### src/cpuPkg.sv
// Opcode in IR[15:11]; Rd or branch code in [10:8]; Ra [7:5]; Rb [4:2]; imm5 [4:0]; imm8 [7:0]
package cpuPkg;

   typedef logic [15:0] word_t;     // Data, address and instruction word
   typedef logic [2:0]  regAddr_t;

   typedef enum logic [4:0] {
      ADD    = 5'h00,
      ADDI   = 5'h01,
      SUB    = 5'h04,
      SUBI   = 5'h05,
      CMP    = 5'h06,
      AND    = 5'h08,
      OR     = 5'h09,
      XOR    = 5'h0A,
      NOT    = 5'h0B,
      LSL    = 5'h0C,             // Shift amount from imm5
      LSR    = 5'h0D,
      LUI    = 5'h10,
      LLI    = 5'h11,
      LDW    = 5'h14,
      STW    = 5'h15,
      BRANCH = 5'h18              // Kind chosen by Branch_t
   } Opcode_t;

   typedef enum logic [2:0] {
      BR  = 3'd0,
      BNE = 3'd1,
      BE  = 3'd2,
      BLT = 3'd3,
      BGE = 3'd4,
      BWL = 3'd5,
      RET = 3'd6,
      JMP = 3'd7
   } Branch_t;

   typedef enum logic [3:0] {
      FnA   = 4'd0,
      FnADD = 4'd1,
      FnSUB = 4'd2,
      FnAND = 4'd3,
      FnOR  = 4'd4,
      FnXOR = 4'd5,
      FnNOT = 4'd6,
      FnLSL = 4'd7,
      FnLSR = 4'd8,
      FnLUI = 4'd9,
      FnLLI = 4'd10
   } alu_functions_t;

   typedef enum logic {Op1Rd1, Op1Pc} Op1_select_t;
   typedef enum logic {Op2Rd2, Op2Imm} Op2_select_t;
   typedef enum logic {ImmShort, ImmLong} Imm_select_t;
   typedef enum logic {WdAlu, WdSys} Wd_select_t;
   typedef enum logic [1:0] {Pc1, PcAluOut, PcSysbus} pc_select_t;
   typedef enum logic {LrSys, LrPc} Lr_select_t;
   typedef enum logic {Rs1Ra, Rs1Rd} Rs1_select_t;

   // Bit positions in the 4-bit flag and status vectors
   parameter int FlagZ = 0;
   parameter int FlagN = 1;
   parameter int FlagV = 2;
   parameter int FlagC = 3;

endpackage

### src/alu.sv
// Purely combinational; shifts use B[3:0] only, and carry is zero for non-arithmetic functions
`timescale 1ns/10ps
module alu (
   input  cpuPkg::word_t          A,
   input  cpuPkg::word_t          B,
   input  cpuPkg::alu_functions_t Op,
   output cpuPkg::word_t          Result,
   output logic [3:0]             Flags
);
   logic [16:0] sum;
   logic [16:0] diff;
   logic        carry;
   logic        overflow;

   assign sum  = {1'b0, A} + {1'b0, B};
   assign diff = {1'b0, A} + {1'b0, ~B} + 17'd1;    // Bit 16 is not-borrow

   always_comb begin
      Result   = A;
      carry    = 1'b0;
      overflow = 1'b0;
      case (Op)
         cpuPkg::FnADD: begin
            Result   = sum[15:0];
            carry    = sum[16];
            overflow = (A[15] == B[15]) && (sum[15] != A[15]);
         end
         cpuPkg::FnSUB: begin
            Result   = diff[15:0];
            carry    = diff[16];
            overflow = (A[15] != B[15]) && (diff[15] != A[15]);
         end
         cpuPkg::FnAND: Result = A & B;
         cpuPkg::FnOR:  Result = A | B;
         cpuPkg::FnXOR: Result = A ^ B;
         cpuPkg::FnNOT: Result = ~A;
         cpuPkg::FnLSL: Result = A << B[3:0];
         cpuPkg::FnLSR: Result = A >> B[3:0];
         cpuPkg::FnLUI: Result = {B[7:0], A[7:0]};
         cpuPkg::FnLLI: Result = {A[15:8], B[7:0]};
         default:       Result = A;
      endcase
   end

   always_comb begin
      Flags                = '0;
      Flags[cpuPkg::FlagZ] = Result == '0;
      Flags[cpuPkg::FlagN] = Result[15];
      Flags[cpuPkg::FlagV] = overflow;
      Flags[cpuPkg::FlagC] = carry;
   end

endmodule

### src/regFile.sv
// Writes to register 0 are dropped so it always reads as zero; reads are combinational
`timescale 1ns/10ps
module regFile (
   input  logic             Clock,
   input  logic             nReset,
   input  cpuPkg::regAddr_t Ra1,
   input  cpuPkg::regAddr_t Ra2,
   input  cpuPkg::regAddr_t Wa,
   input  logic             We,
   input  cpuPkg::word_t    Wd,
   output cpuPkg::word_t    Rd1,
   output cpuPkg::word_t    Rd2
);
   cpuPkg::word_t regs [0:7];

   always_ff @(posedge Clock or negedge nReset) begin
      if (!nReset) begin
         for (int i = 0; i < 8; i++) begin
            regs[i] <= '0;
         end
      end else if (We && (Wa != '0)) begin
         regs[Wa] <= Wd;
      end
   end

   assign Rd1 = regs[Ra1];
   assign Rd2 = regs[Ra2];

endmodule

### src/control.sv
// Fixed-timing bus with no wait states; one idle cycle follows reset before the first fetch
`timescale 1ns/10ps
module control (
   input  logic                   Clock,
   input  logic                   nReset,
   input  logic [7:0]             OpcodeCondIn,
   input  logic [3:0]             Flags,
   output cpuPkg::alu_functions_t AluOp,
   output cpuPkg::Op1_select_t    Op1Sel,
   output cpuPkg::Op2_select_t    Op2Sel,
   output cpuPkg::Imm_select_t    ImmSel,
   output cpuPkg::Wd_select_t     WdSel,
   output cpuPkg::pc_select_t     PcSel,
   output cpuPkg::Lr_select_t     LrSel,
   output cpuPkg::Rs1_select_t    Rs1Sel,
   output logic                   AluEn,
   output logic                   AluWe,
   output logic                   LrEn,
   output logic                   LrWe,
   output logic                   PcEn,
   output logic                   PcWe,
   output logic                   IrWe,
   output logic                   RegWe,
   output logic                   MemEn,
   output logic                   ENB,
   output logic                   ALE,
   output logic                   nME,
   output logic                   nOE,
   output logic                   nWE
);
   typedef enum logic [1:0] {Idle, Fetch, Execute} major_t;
   typedef enum logic [2:0] {Cycle0, Cycle1, Cycle2, Cycle3, Cycle4} sub_t;

   major_t                 majorState;
   sub_t                   subCycle;
   logic [3:0]             statusReg;
   logic                   statusWe;
   logic                   isMem;
   logic                   setsStatus;
   logic                   taken;
   cpuPkg::Opcode_t        opcode;
   cpuPkg::Branch_t        branchCode;
   cpuPkg::alu_functions_t opFn;

   assign opcode     = cpuPkg::Opcode_t'(OpcodeCondIn[7:3]);
   assign branchCode = cpuPkg::Branch_t'(OpcodeCondIn[2:0]);
   assign isMem      = (opcode == cpuPkg::LDW) || (opcode == cpuPkg::STW);

   always_ff @(posedge Clock or negedge nReset) begin
      if (!nReset) begin
         majorState <= Idle;
         subCycle   <= Cycle0;
         statusReg  <= '0;
      end else begin
         if (statusWe) begin
            statusReg <= Flags;
         end
         case (majorState)
            Fetch: begin
               case (subCycle)
                  Cycle0:  subCycle <= Cycle1;
                  Cycle1:  subCycle <= Cycle2;
                  Cycle2:  subCycle <= Cycle3;
                  default: begin
                     majorState <= Execute;
                     subCycle   <= Cycle0;
                  end
               endcase
            end
            Execute: begin
               case (subCycle)
                  Cycle0: begin
                     if (isMem) subCycle <= Cycle1;
                     else majorState <= Fetch;    // Single-cycle ops end here
                  end
                  Cycle1:  subCycle <= Cycle2;
                  Cycle2:  subCycle <= Cycle3;
                  Cycle3:  subCycle <= Cycle4;
                  default: begin
                     majorState <= Fetch;
                     subCycle   <= Cycle0;
                  end
               endcase
            end
            default: begin
               majorState <= Fetch;
               subCycle   <= Cycle0;
            end
         endcase
      end
   end

   // ALU function per opcode; LDW, STW and branches add
   always_comb begin
      opFn       = cpuPkg::FnADD;
      setsStatus = 1'b1;
      case (opcode)
         cpuPkg::SUB, cpuPkg::SUBI, cpuPkg::CMP: opFn = cpuPkg::FnSUB;
         cpuPkg::AND: opFn = cpuPkg::FnAND;
         cpuPkg::OR:  opFn = cpuPkg::FnOR;
         cpuPkg::XOR: opFn = cpuPkg::FnXOR;
         cpuPkg::NOT: opFn = cpuPkg::FnNOT;
         cpuPkg::LSL: opFn = cpuPkg::FnLSL;
         cpuPkg::LSR: opFn = cpuPkg::FnLSR;
         cpuPkg::ADD, cpuPkg::ADDI: opFn = cpuPkg::FnADD;
         cpuPkg::LUI: begin
            opFn       = cpuPkg::FnLUI;
            setsStatus = 1'b0;
         end
         cpuPkg::LLI: begin
            opFn       = cpuPkg::FnLLI;
            setsStatus = 1'b0;
         end
         default: setsStatus = 1'b0;
      endcase
   end

   always_comb begin
      case (branchCode)
         cpuPkg::BNE: taken = !statusReg[cpuPkg::FlagZ];
         cpuPkg::BE:  taken = statusReg[cpuPkg::FlagZ];
         cpuPkg::BLT: taken = statusReg[cpuPkg::FlagN] != statusReg[cpuPkg::FlagV];
         cpuPkg::BGE: taken = statusReg[cpuPkg::FlagN] == statusReg[cpuPkg::FlagV];
         default:     taken = 1'b1;    // BR and BWL
      endcase
   end

   always_comb begin
      AluOp    = cpuPkg::FnA;
      Op1Sel   = cpuPkg::Op1Rd1;
      Op2Sel   = cpuPkg::Op2Imm;
      ImmSel   = cpuPkg::ImmLong;
      WdSel    = cpuPkg::WdAlu;
      PcSel    = cpuPkg::Pc1;
      LrSel    = cpuPkg::LrSys;
      Rs1Sel   = cpuPkg::Rs1Ra;
      AluEn    = 1'b0;
      AluWe    = 1'b0;
      LrEn     = 1'b0;
      LrWe     = 1'b0;
      PcEn     = 1'b0;
      PcWe     = 1'b0;
      IrWe     = 1'b0;
      RegWe    = 1'b0;
      MemEn    = 1'b0;
      ENB      = 1'b0;
      ALE      = 1'b0;
      nME      = 1'b1;
      nOE      = 1'b0;
      nWE      = 1'b0;
      statusWe = 1'b0;
      case (majorState)
         Fetch: begin
            nWE   = 1'b1;
            MemEn = subCycle != Cycle0;
            case (subCycle)
               Cycle0: begin
                  ALE  = 1'b1;    // PC out as address
                  nOE  = 1'b1;
                  PcEn = 1'b1;
               end
               Cycle1: nME = 1'b0;
               Cycle2: begin
                  nME = 1'b0;
                  ENB = 1'b1;     // Capture instruction word
               end
               default: IrWe = 1'b1;
            endcase
         end
         Execute: begin
            AluOp = opFn;
            case (subCycle)
               Cycle0: begin
                  PcWe     = 1'b1;
                  statusWe = setsStatus;
                  case (opcode)
                     cpuPkg::CMP: Op2Sel = cpuPkg::Op2Rd2;
                     cpuPkg::ADD, cpuPkg::SUB, cpuPkg::AND, cpuPkg::OR, cpuPkg::XOR: begin
                        Op2Sel = cpuPkg::Op2Rd2;
                        RegWe  = 1'b1;
                     end
                     cpuPkg::ADDI, cpuPkg::SUBI, cpuPkg::LSL, cpuPkg::LSR: begin
                        ImmSel = cpuPkg::ImmShort;
                        RegWe  = 1'b1;
                     end
                     cpuPkg::NOT: RegWe = 1'b1;
                     cpuPkg::LUI, cpuPkg::LLI: begin
                        Rs1Sel = cpuPkg::Rs1Rd;   // Keep the other byte of Rd
                        RegWe  = 1'b1;
                     end
                     cpuPkg::LDW, cpuPkg::STW: begin
                        PcWe   = 1'b0;
                        ImmSel = cpuPkg::ImmShort;
                        AluWe  = 1'b1;            // Ra + imm5 into ALU output register
                     end
                     cpuPkg::BRANCH: begin
                        Op1Sel = cpuPkg::Op1Pc;
                        case (branchCode)
                           cpuPkg::RET: begin
                              LrEn  = 1'b1;
                              PcSel = cpuPkg::PcSysbus;
                           end
                           cpuPkg::JMP: begin
                              Op1Sel = cpuPkg::Op1Rd1;
                              ImmSel = cpuPkg::ImmShort;
                              PcSel  = cpuPkg::PcAluOut;
                           end
                           default: begin
                              if (taken) PcSel = cpuPkg::PcAluOut;
                              if (branchCode == cpuPkg::BWL) begin
                                 LrWe  = 1'b1;
                                 LrSel = cpuPkg::LrPc;
                              end
                           end
                        endcase
                     end
                     default: ;
                  endcase
               end
               Cycle1: begin
                  ALE   = 1'b1;   // Data address out
                  nWE   = 1'b1;
                  nOE   = 1'b1;
                  AluEn = 1'b1;
               end
               Cycle2: begin
                  nWE = 1'b1;
                  if (opcode == cpuPkg::LDW) begin
                     nME   = 1'b0;
                     MemEn = 1'b1;
                  end else begin
                     Rs1Sel = cpuPkg::Rs1Rd;   // Store data through the ALU
                     AluOp  = cpuPkg::FnA;
                     AluWe  = 1'b1;
                     AluEn  = 1'b1;
                     nOE    = 1'b1;
                  end
               end
               Cycle3: begin
                  nME = 1'b0;
                  if (opcode == cpuPkg::LDW) begin
                     nWE   = 1'b1;
                     MemEn = 1'b1;
                     ENB   = 1'b1;
                  end else begin
                     nOE   = 1'b1;
                     AluEn = 1'b1;
                  end
               end
               default: begin
                  PcWe = 1'b1;
                  nWE  = 1'b1;
                  if (opcode == cpuPkg::LDW) begin
                     MemEn = 1'b1;
                     WdSel = cpuPkg::WdSys;
                     RegWe = 1'b1;
                  end
               end
            endcase
         end
         default: ;
      endcase
   end

endmodule

### src/datapath.sv
// Bus drivers are priority-muxed (PC, ALU output, link register); BusOut is zero when none is on
`timescale 1ns/10ps
module datapath #(
   parameter cpuPkg::word_t ResetVector = 16'h0000
) (
   input  logic                   Clock,
   input  logic                   nReset,
   input  cpuPkg::alu_functions_t AluOp,
   input  cpuPkg::Op1_select_t    Op1Sel,
   input  cpuPkg::Op2_select_t    Op2Sel,
   input  cpuPkg::Imm_select_t    ImmSel,
   input  cpuPkg::Wd_select_t     WdSel,
   input  cpuPkg::pc_select_t     PcSel,
   input  cpuPkg::Lr_select_t     LrSel,
   input  cpuPkg::Rs1_select_t    Rs1Sel,
   input  logic                   AluEn,
   input  logic                   AluWe,
   input  logic                   LrEn,
   input  logic                   LrWe,
   input  logic                   PcEn,
   input  logic                   PcWe,
   input  logic                   IrWe,
   input  logic                   RegWe,
   input  logic                   MemEn,
   input  logic                   ENB,
   input  cpuPkg::word_t          DataIn,
   output cpuPkg::word_t          BusOut,
   output logic [7:0]             OpcodeCondIn,
   output logic [3:0]             Flags
);
   cpuPkg::word_t    pc;
   cpuPkg::word_t    ir;
   cpuPkg::word_t    lr;
   cpuPkg::word_t    aluOut;
   cpuPkg::word_t    sysIn;
   cpuPkg::word_t    pcPlus1;
   cpuPkg::word_t    imm;
   cpuPkg::word_t    opA;
   cpuPkg::word_t    opB;
   cpuPkg::word_t    aluResult;
   cpuPkg::word_t    rd1;
   cpuPkg::word_t    rd2;
   cpuPkg::word_t    wd;
   cpuPkg::regAddr_t rs1;

   assign pcPlus1      = pc + 16'd1;
   assign imm          = (ImmSel == cpuPkg::ImmShort) ? {{11{ir[4]}}, ir[4:0]}
                                                      : {{8{ir[7]}}, ir[7:0]};
   assign rs1          = (Rs1Sel == cpuPkg::Rs1Rd) ? ir[10:8] : ir[7:5];
   assign opA          = (Op1Sel == cpuPkg::Op1Pc) ? pcPlus1 : rd1;
   assign opB          = (Op2Sel == cpuPkg::Op2Imm) ? imm : rd2;
   assign wd           = (WdSel == cpuPkg::WdSys) ? sysIn : aluResult;
   assign OpcodeCondIn = ir[15:8];

   always_comb begin
      if (PcEn) BusOut = pc;
      else if (AluEn) BusOut = aluOut;
      else if (LrEn) BusOut = lr;
      else BusOut = '0;
   end

   regFile regFile_i (
      .Clock (Clock),
      .nReset(nReset),
      .Ra1   (rs1),
      .Ra2   (ir[4:2]),     // Rb
      .Wa    (ir[10:8]),    // Rd
      .We    (RegWe),
      .Wd    (wd),
      .Rd1   (rd1),
      .Rd2   (rd2)
   );

   alu alu_i (
      .A     (opA),
      .B     (opB),
      .Op    (AluOp),
      .Result(aluResult),
      .Flags (Flags)
   );

   always_ff @(posedge Clock or negedge nReset) begin
      if (!nReset) begin
         pc <= ResetVector;
      end else if (PcWe) begin
         case (PcSel)
            cpuPkg::PcAluOut: pc <= aluResult;   // Branch target or JMP address
            cpuPkg::PcSysbus: pc <= BusOut;      // RET through the link register
            default:          pc <= pcPlus1;
         endcase
      end
   end

   always_ff @(posedge Clock) begin
      if (ENB && MemEn) sysIn <= DataIn;
      if (IrWe) ir <= sysIn;
      if (AluWe) aluOut <= aluResult;
      if (LrWe) lr <= (LrSel == cpuPkg::LrPc) ? pcPlus1 : sysIn;
   end

endmodule

### src/cpuCore.sv
// ResetVector is the first fetch address; split bus with no wait states and no back-pressure
`timescale 1ns/10ps
module cpuCore #(
   parameter cpuPkg::word_t ResetVector = 16'h0000
) (
   input  logic          Clock,
   input  logic          nReset,
   input  cpuPkg::word_t DataIn,
   output cpuPkg::word_t BusOut,
   output logic          ALE,
   output logic          nME,
   output logic          nOE,
   output logic          nWE
);
   cpuPkg::alu_functions_t AluOp;
   cpuPkg::Op1_select_t    Op1Sel;
   cpuPkg::Op2_select_t    Op2Sel;
   cpuPkg::Imm_select_t    ImmSel;
   cpuPkg::Wd_select_t     WdSel;
   cpuPkg::pc_select_t     PcSel;
   cpuPkg::Lr_select_t     LrSel;
   cpuPkg::Rs1_select_t    Rs1Sel;
   logic                   AluEn;
   logic                   AluWe;
   logic                   LrEn;
   logic                   LrWe;
   logic                   PcEn;
   logic                   PcWe;
   logic                   IrWe;
   logic                   RegWe;
   logic                   MemEn;
   logic                   ENB;
   logic [7:0]             OpcodeCondIn;
   logic [3:0]             Flags;

   control control_i (.*);

   datapath #(
      .ResetVector(ResetVector)
   ) datapath_i (.*);

endmodule

### config.mk
export PLATFORM = sky130hd
export DESIGN_NAME = cpuCore
export DESIGN_NICKNAME = d
export VERILOG_FILES = /design/src/cpuPkg.sv /design/src/alu.sv /design/src/regFile.sv /design/src/control.sv /design/src/datapath.sv /design/src/cpuCore.sv
export SDC_FILE = /design/constraint.sdc
export NUM_CORES = 1
export LEC_CHECK = 0
export BUFFER_PORTS_ARGS = -buffer_cell sky130_fd_sc_hd__clkbuf_2
export CORE_ASPECT_RATIO = 0.9
export CORE_MARGIN = 2
export CORE_UTILIZATION = 40
export CTS_BUF_LIST = sky130_fd_sc_hd__clkbuf_8
export CTS_CLUSTER_DIAMETER = 120
export DETAILED_ROUTE_END_ITERATION = 8
export HOLD_SLACK_MARGIN = 0.06
export PLACE_DENSITY = 0.6
export SYNTH_ARGS = -nofsm -noshare
export SYNTH_HDL_FRONTEND = slang
export SYNTH_SLANG_ARGS = --single-unit
### constraint.sdc
create_clock -name Clock -period 11.4 [get_ports Clock]
set_input_delay 0 -clock Clock [delete_from_list [all_inputs] [get_ports Clock]]
set_output_delay 0 -clock Clock [all_outputs]
set_load 0.05 [all_outputs]
==> impl_results.md <==
* Status: completed
* CTS tree: built
* Worst relative slew slack at 0.230
* Seq/Total Area, Yosys at 0.337
* Final worst-path cycle share at 0.708
* Tmin final at 8.07 ns
* Yosys cell types at 102
* Hold Slack at between 0.09 and 0.1 ns
* Clock Latency Late Sink at about 0.58 ns
* Layout net count at 2047
* Core ar. at 41800 um2
* Syn_area_per_cell at 8.50 um2
* Num Clock Sinks at between 200 and 250
* # fillers at between 4000 and 5000
* Cell type with the largest total area after synthesis: dfrtp_1
* Synthesized Nets at 2073
* Largest net degree at the start of global routing at 99
* Setup crit start: control_i.majorState[0]
* Die height at 200 um
* Placed insts at 2461
* Via-to-Cell Ratio at 6.53
* First-pass GRT wire length at 102 mm
* Number of I/O pins at 38
* Worst setup EP type: register
* Max stage delay on crit path at 0.63 ns
* Power, Total at 3.05 mW
* PwrDens at between 150 and 200 nW/um2
* Final setup vio count at 0
* Final Hold Fails at 0
* Critical path's top delay family: compound AO/OA/AOI/OAI gates
* Initial antenna violation count at 2
* Post-Layout Cell Count at about 2500
* Post-synth top area share at 0.224
* Share of cells above drive strength 1 at 0.133
* Primary FF master, synth: dfrtp_1
* Total gr overflow at 0
* Vias in the first global route at ~16000
* PostCTS Resize Cnt at 0
* Vias at between 15000 and 20000
* Flops & latches, synth at roughly 220
* Fmax at around 0.12 GHz
* Critical path type: register to register
* Mapped cell area at 17000 um2
* Worst path slowest cell: nor2_4
* Ant diodes at 0
* Synth async-reset ratio at 0.704
* DRT antenna net count at 0
* Initial DRC Count at 2205
* Clk_skew at about 0.023 ns
* Fin Setup TNS at 0 ns
* Hold crit path type: input pin to async pin
* CP Data Required Time at 11.89 ns
* Crit-path cells: inv_1, ha_1, nand2b_1, nor2_4, buf_4, nand3_2, nand3_1, a32oi_1, a41oi_2, inv_1, ha_1, fa_1, nand2b_1, a21oi_1, o21a_1, o41ai_1, o21ai_0, a21o_1, a21oi_1, o31ai_1, o21a_1, a22oi_1, mux2i_1, o21ai_0
* Drt wl/cell at about 26 um
* Total CTS buffers at 40
* Routed WL at 66.9 mm
* RSZ-0062 raised after global routing: no
* Max FO, Critical Path at 28
* Maximum root-to-sink buffer count at 3
* Synth area leaders: dfrtp_1, edfxtp_1, nand2_1, o21ai_0, mux4_2
* Root Driver: clkbuf_8
* DRC viols at 0
* Max_cap viols at 0
* Fin. max-slew vios at 0
* Clock-pin transition on the worst setup and hold timing paths at about 0.060 ns
* Yosys warns at 0
* Worst path bufs/invs at 3
* Worst setup SP type: register
* Cells after Synth at about 2000
* Number of port buffers at 37
* Router iterations before antenna repair at 6
* LEAKAGE at 7.32 nW
* Placed wire-length estimate at 46.8 mm
* Critical Path AT at 8.56 ns
* Die Wd at 221 um
* Reg2reg start: control_i.majorState[0]
* Worst VDD drop at 0.151 mV
* Initial core utilization at 0.406
* RD Place Congestion at 1.00
* Tightest Pin Transition at 1.14 ns
* Site row count at ~70
* H-tree Lvls at 2
* Area Growth Syn to Fin at 8.53%
* Core Util, Final at 0.441
* Die area at 44200 um2
* All-layer global routing usage at 0.303
* Post-synth EDFFs at 64
## Yosys cell counts, types with 9 or more instances
cell / number
nand2_1: 320
o21ai_0: 177
dfrtp_1: 152
nor2_1: 128
clkbuf_1: 121
nand3_1: 98
inv_1: 77
a21oi_1: 76
edfxtp_1: 64
a22oi_1: 58
ha_1: 54
mux2i_1: 50
a211oi_1: 44
nand2b_1: 43
a32oi_1: 36
nor3_1: 34
mux2_2: 32
mux4_2: 31
a221oi_1: 30
buf_2: 28
o21ai_1: 25
o211ai_1: 20
xnor2_1: 16
o21a_1: 15
a31oi_1: 14
and3_1: 13
nand4_1: 12
o31ai_1: 12
a221o_1: 10
or3_1: 10
buf_1: 9
buf_6: 9
## logic make-up after synthesis
group,synth area share
AND/OR/NAND/NOR,0.194
AO/OA/AOI/OAI,0.254
flip-flops,0.337
XOR/XNOR,0.0118
multiplexers,0.0986
buffers and inverters,0.0620
adder cells (fa/ha/maj),0.0421
## layer usage
metal,up-vias,global-route usage,wire length [um]
li1,7331,-,-
met1,8054,0.422,28600
met2,1060,0.449,28200
met3,193,0.0648,7090
met4,2,0.139,3090
met5,-,0,13
## stage by stage
stage / area [um2] / setup slack, ns
floorplan: 17000 / 5.84
global placement: 17500 / 3.85
detailed placement: 17500 / 3.61
CTS: 18500 / 3.61
global route: 18500 / 2.76
finish: 18500 / 3.33
## registers in the layout, indices dropped and copies added (netlist names)
register and cells:
datapath_i.pc 16, datapath_i.ir 16, datapath_i.regFile_i.regs 128, control_i.subCycle 3, control_i.statusReg 3, datapath_i.lr 16, datapath_i.sysIn 16, control_i.majorState 2
datapath_i.aluOut 16
## report_power, final
part           switching [mW]  total, mW  internal [mW]
logic                   0.928       1.32          0.387
clock network           0.346      0.714          0.369
registers               0.114       1.02          0.911
## layout make-up
type | instances | area, um2 | share of cell area
clock buffers | 46 | 633 | 0.0343
flip-flops and latches | 216 | 5730 | 0.310
well taps | 547 | 684 | 0.0371
inverters | 79 | 297 | 0.0161
multi-input cells | 1533 | 10300 | 0.557
clock inverters | 25 | 111 | 0.00604
repair buffers | 103 | 729 | 0.0395
## placed cells by master, fill, tap and decap left out, drive strengths merged, types with 10 or more instances in the layout
master,count
o211ai,20
mux4,31
a211oi,44
dlygate4sd3,17
buf,50
nand4,12
o31ai,12
a21oi,79
mux2i,55
edfxtp,64
a22oi,58
or3,10
a221o,10
and3,15
a32oi,38
inv,87
a221oi,31
nand2b,43
ha,54
o21a,15
dfrtp,152
o21ai,203
nand2,320
clkbuf,82
clkinv,16
nor2,129
mux2,34
nand3,101
a31oi,24
xnor2,16
nor3,37
## path summary, 6_finish.rpt
check | slack, ns | end | depth (start not counted)
worst max-delay path | 3.33 | datapath_i.regFile_i.regs[62] | 24
worst min-delay path | 0.1 | datapath_i.regFile_i.regs[59] | 2
worst max register to register | 3.33 | datapath_i.regFile_i.regs[62] | 24
worst min register to register | 0.40 | datapath_i.regFile_i.regs[112] | 0
max in group asynchronous | 9.86 | datapath_i.pc[7] | 3
min in group Clock | 0.13 | datapath_i.sysIn[0] | 2
## repair_timing
item	CTS	global route
hold buffers	17	0
hold endpoints to repair	113	0
setup buffers	0	0
Power figures use the tool's default switching activity.
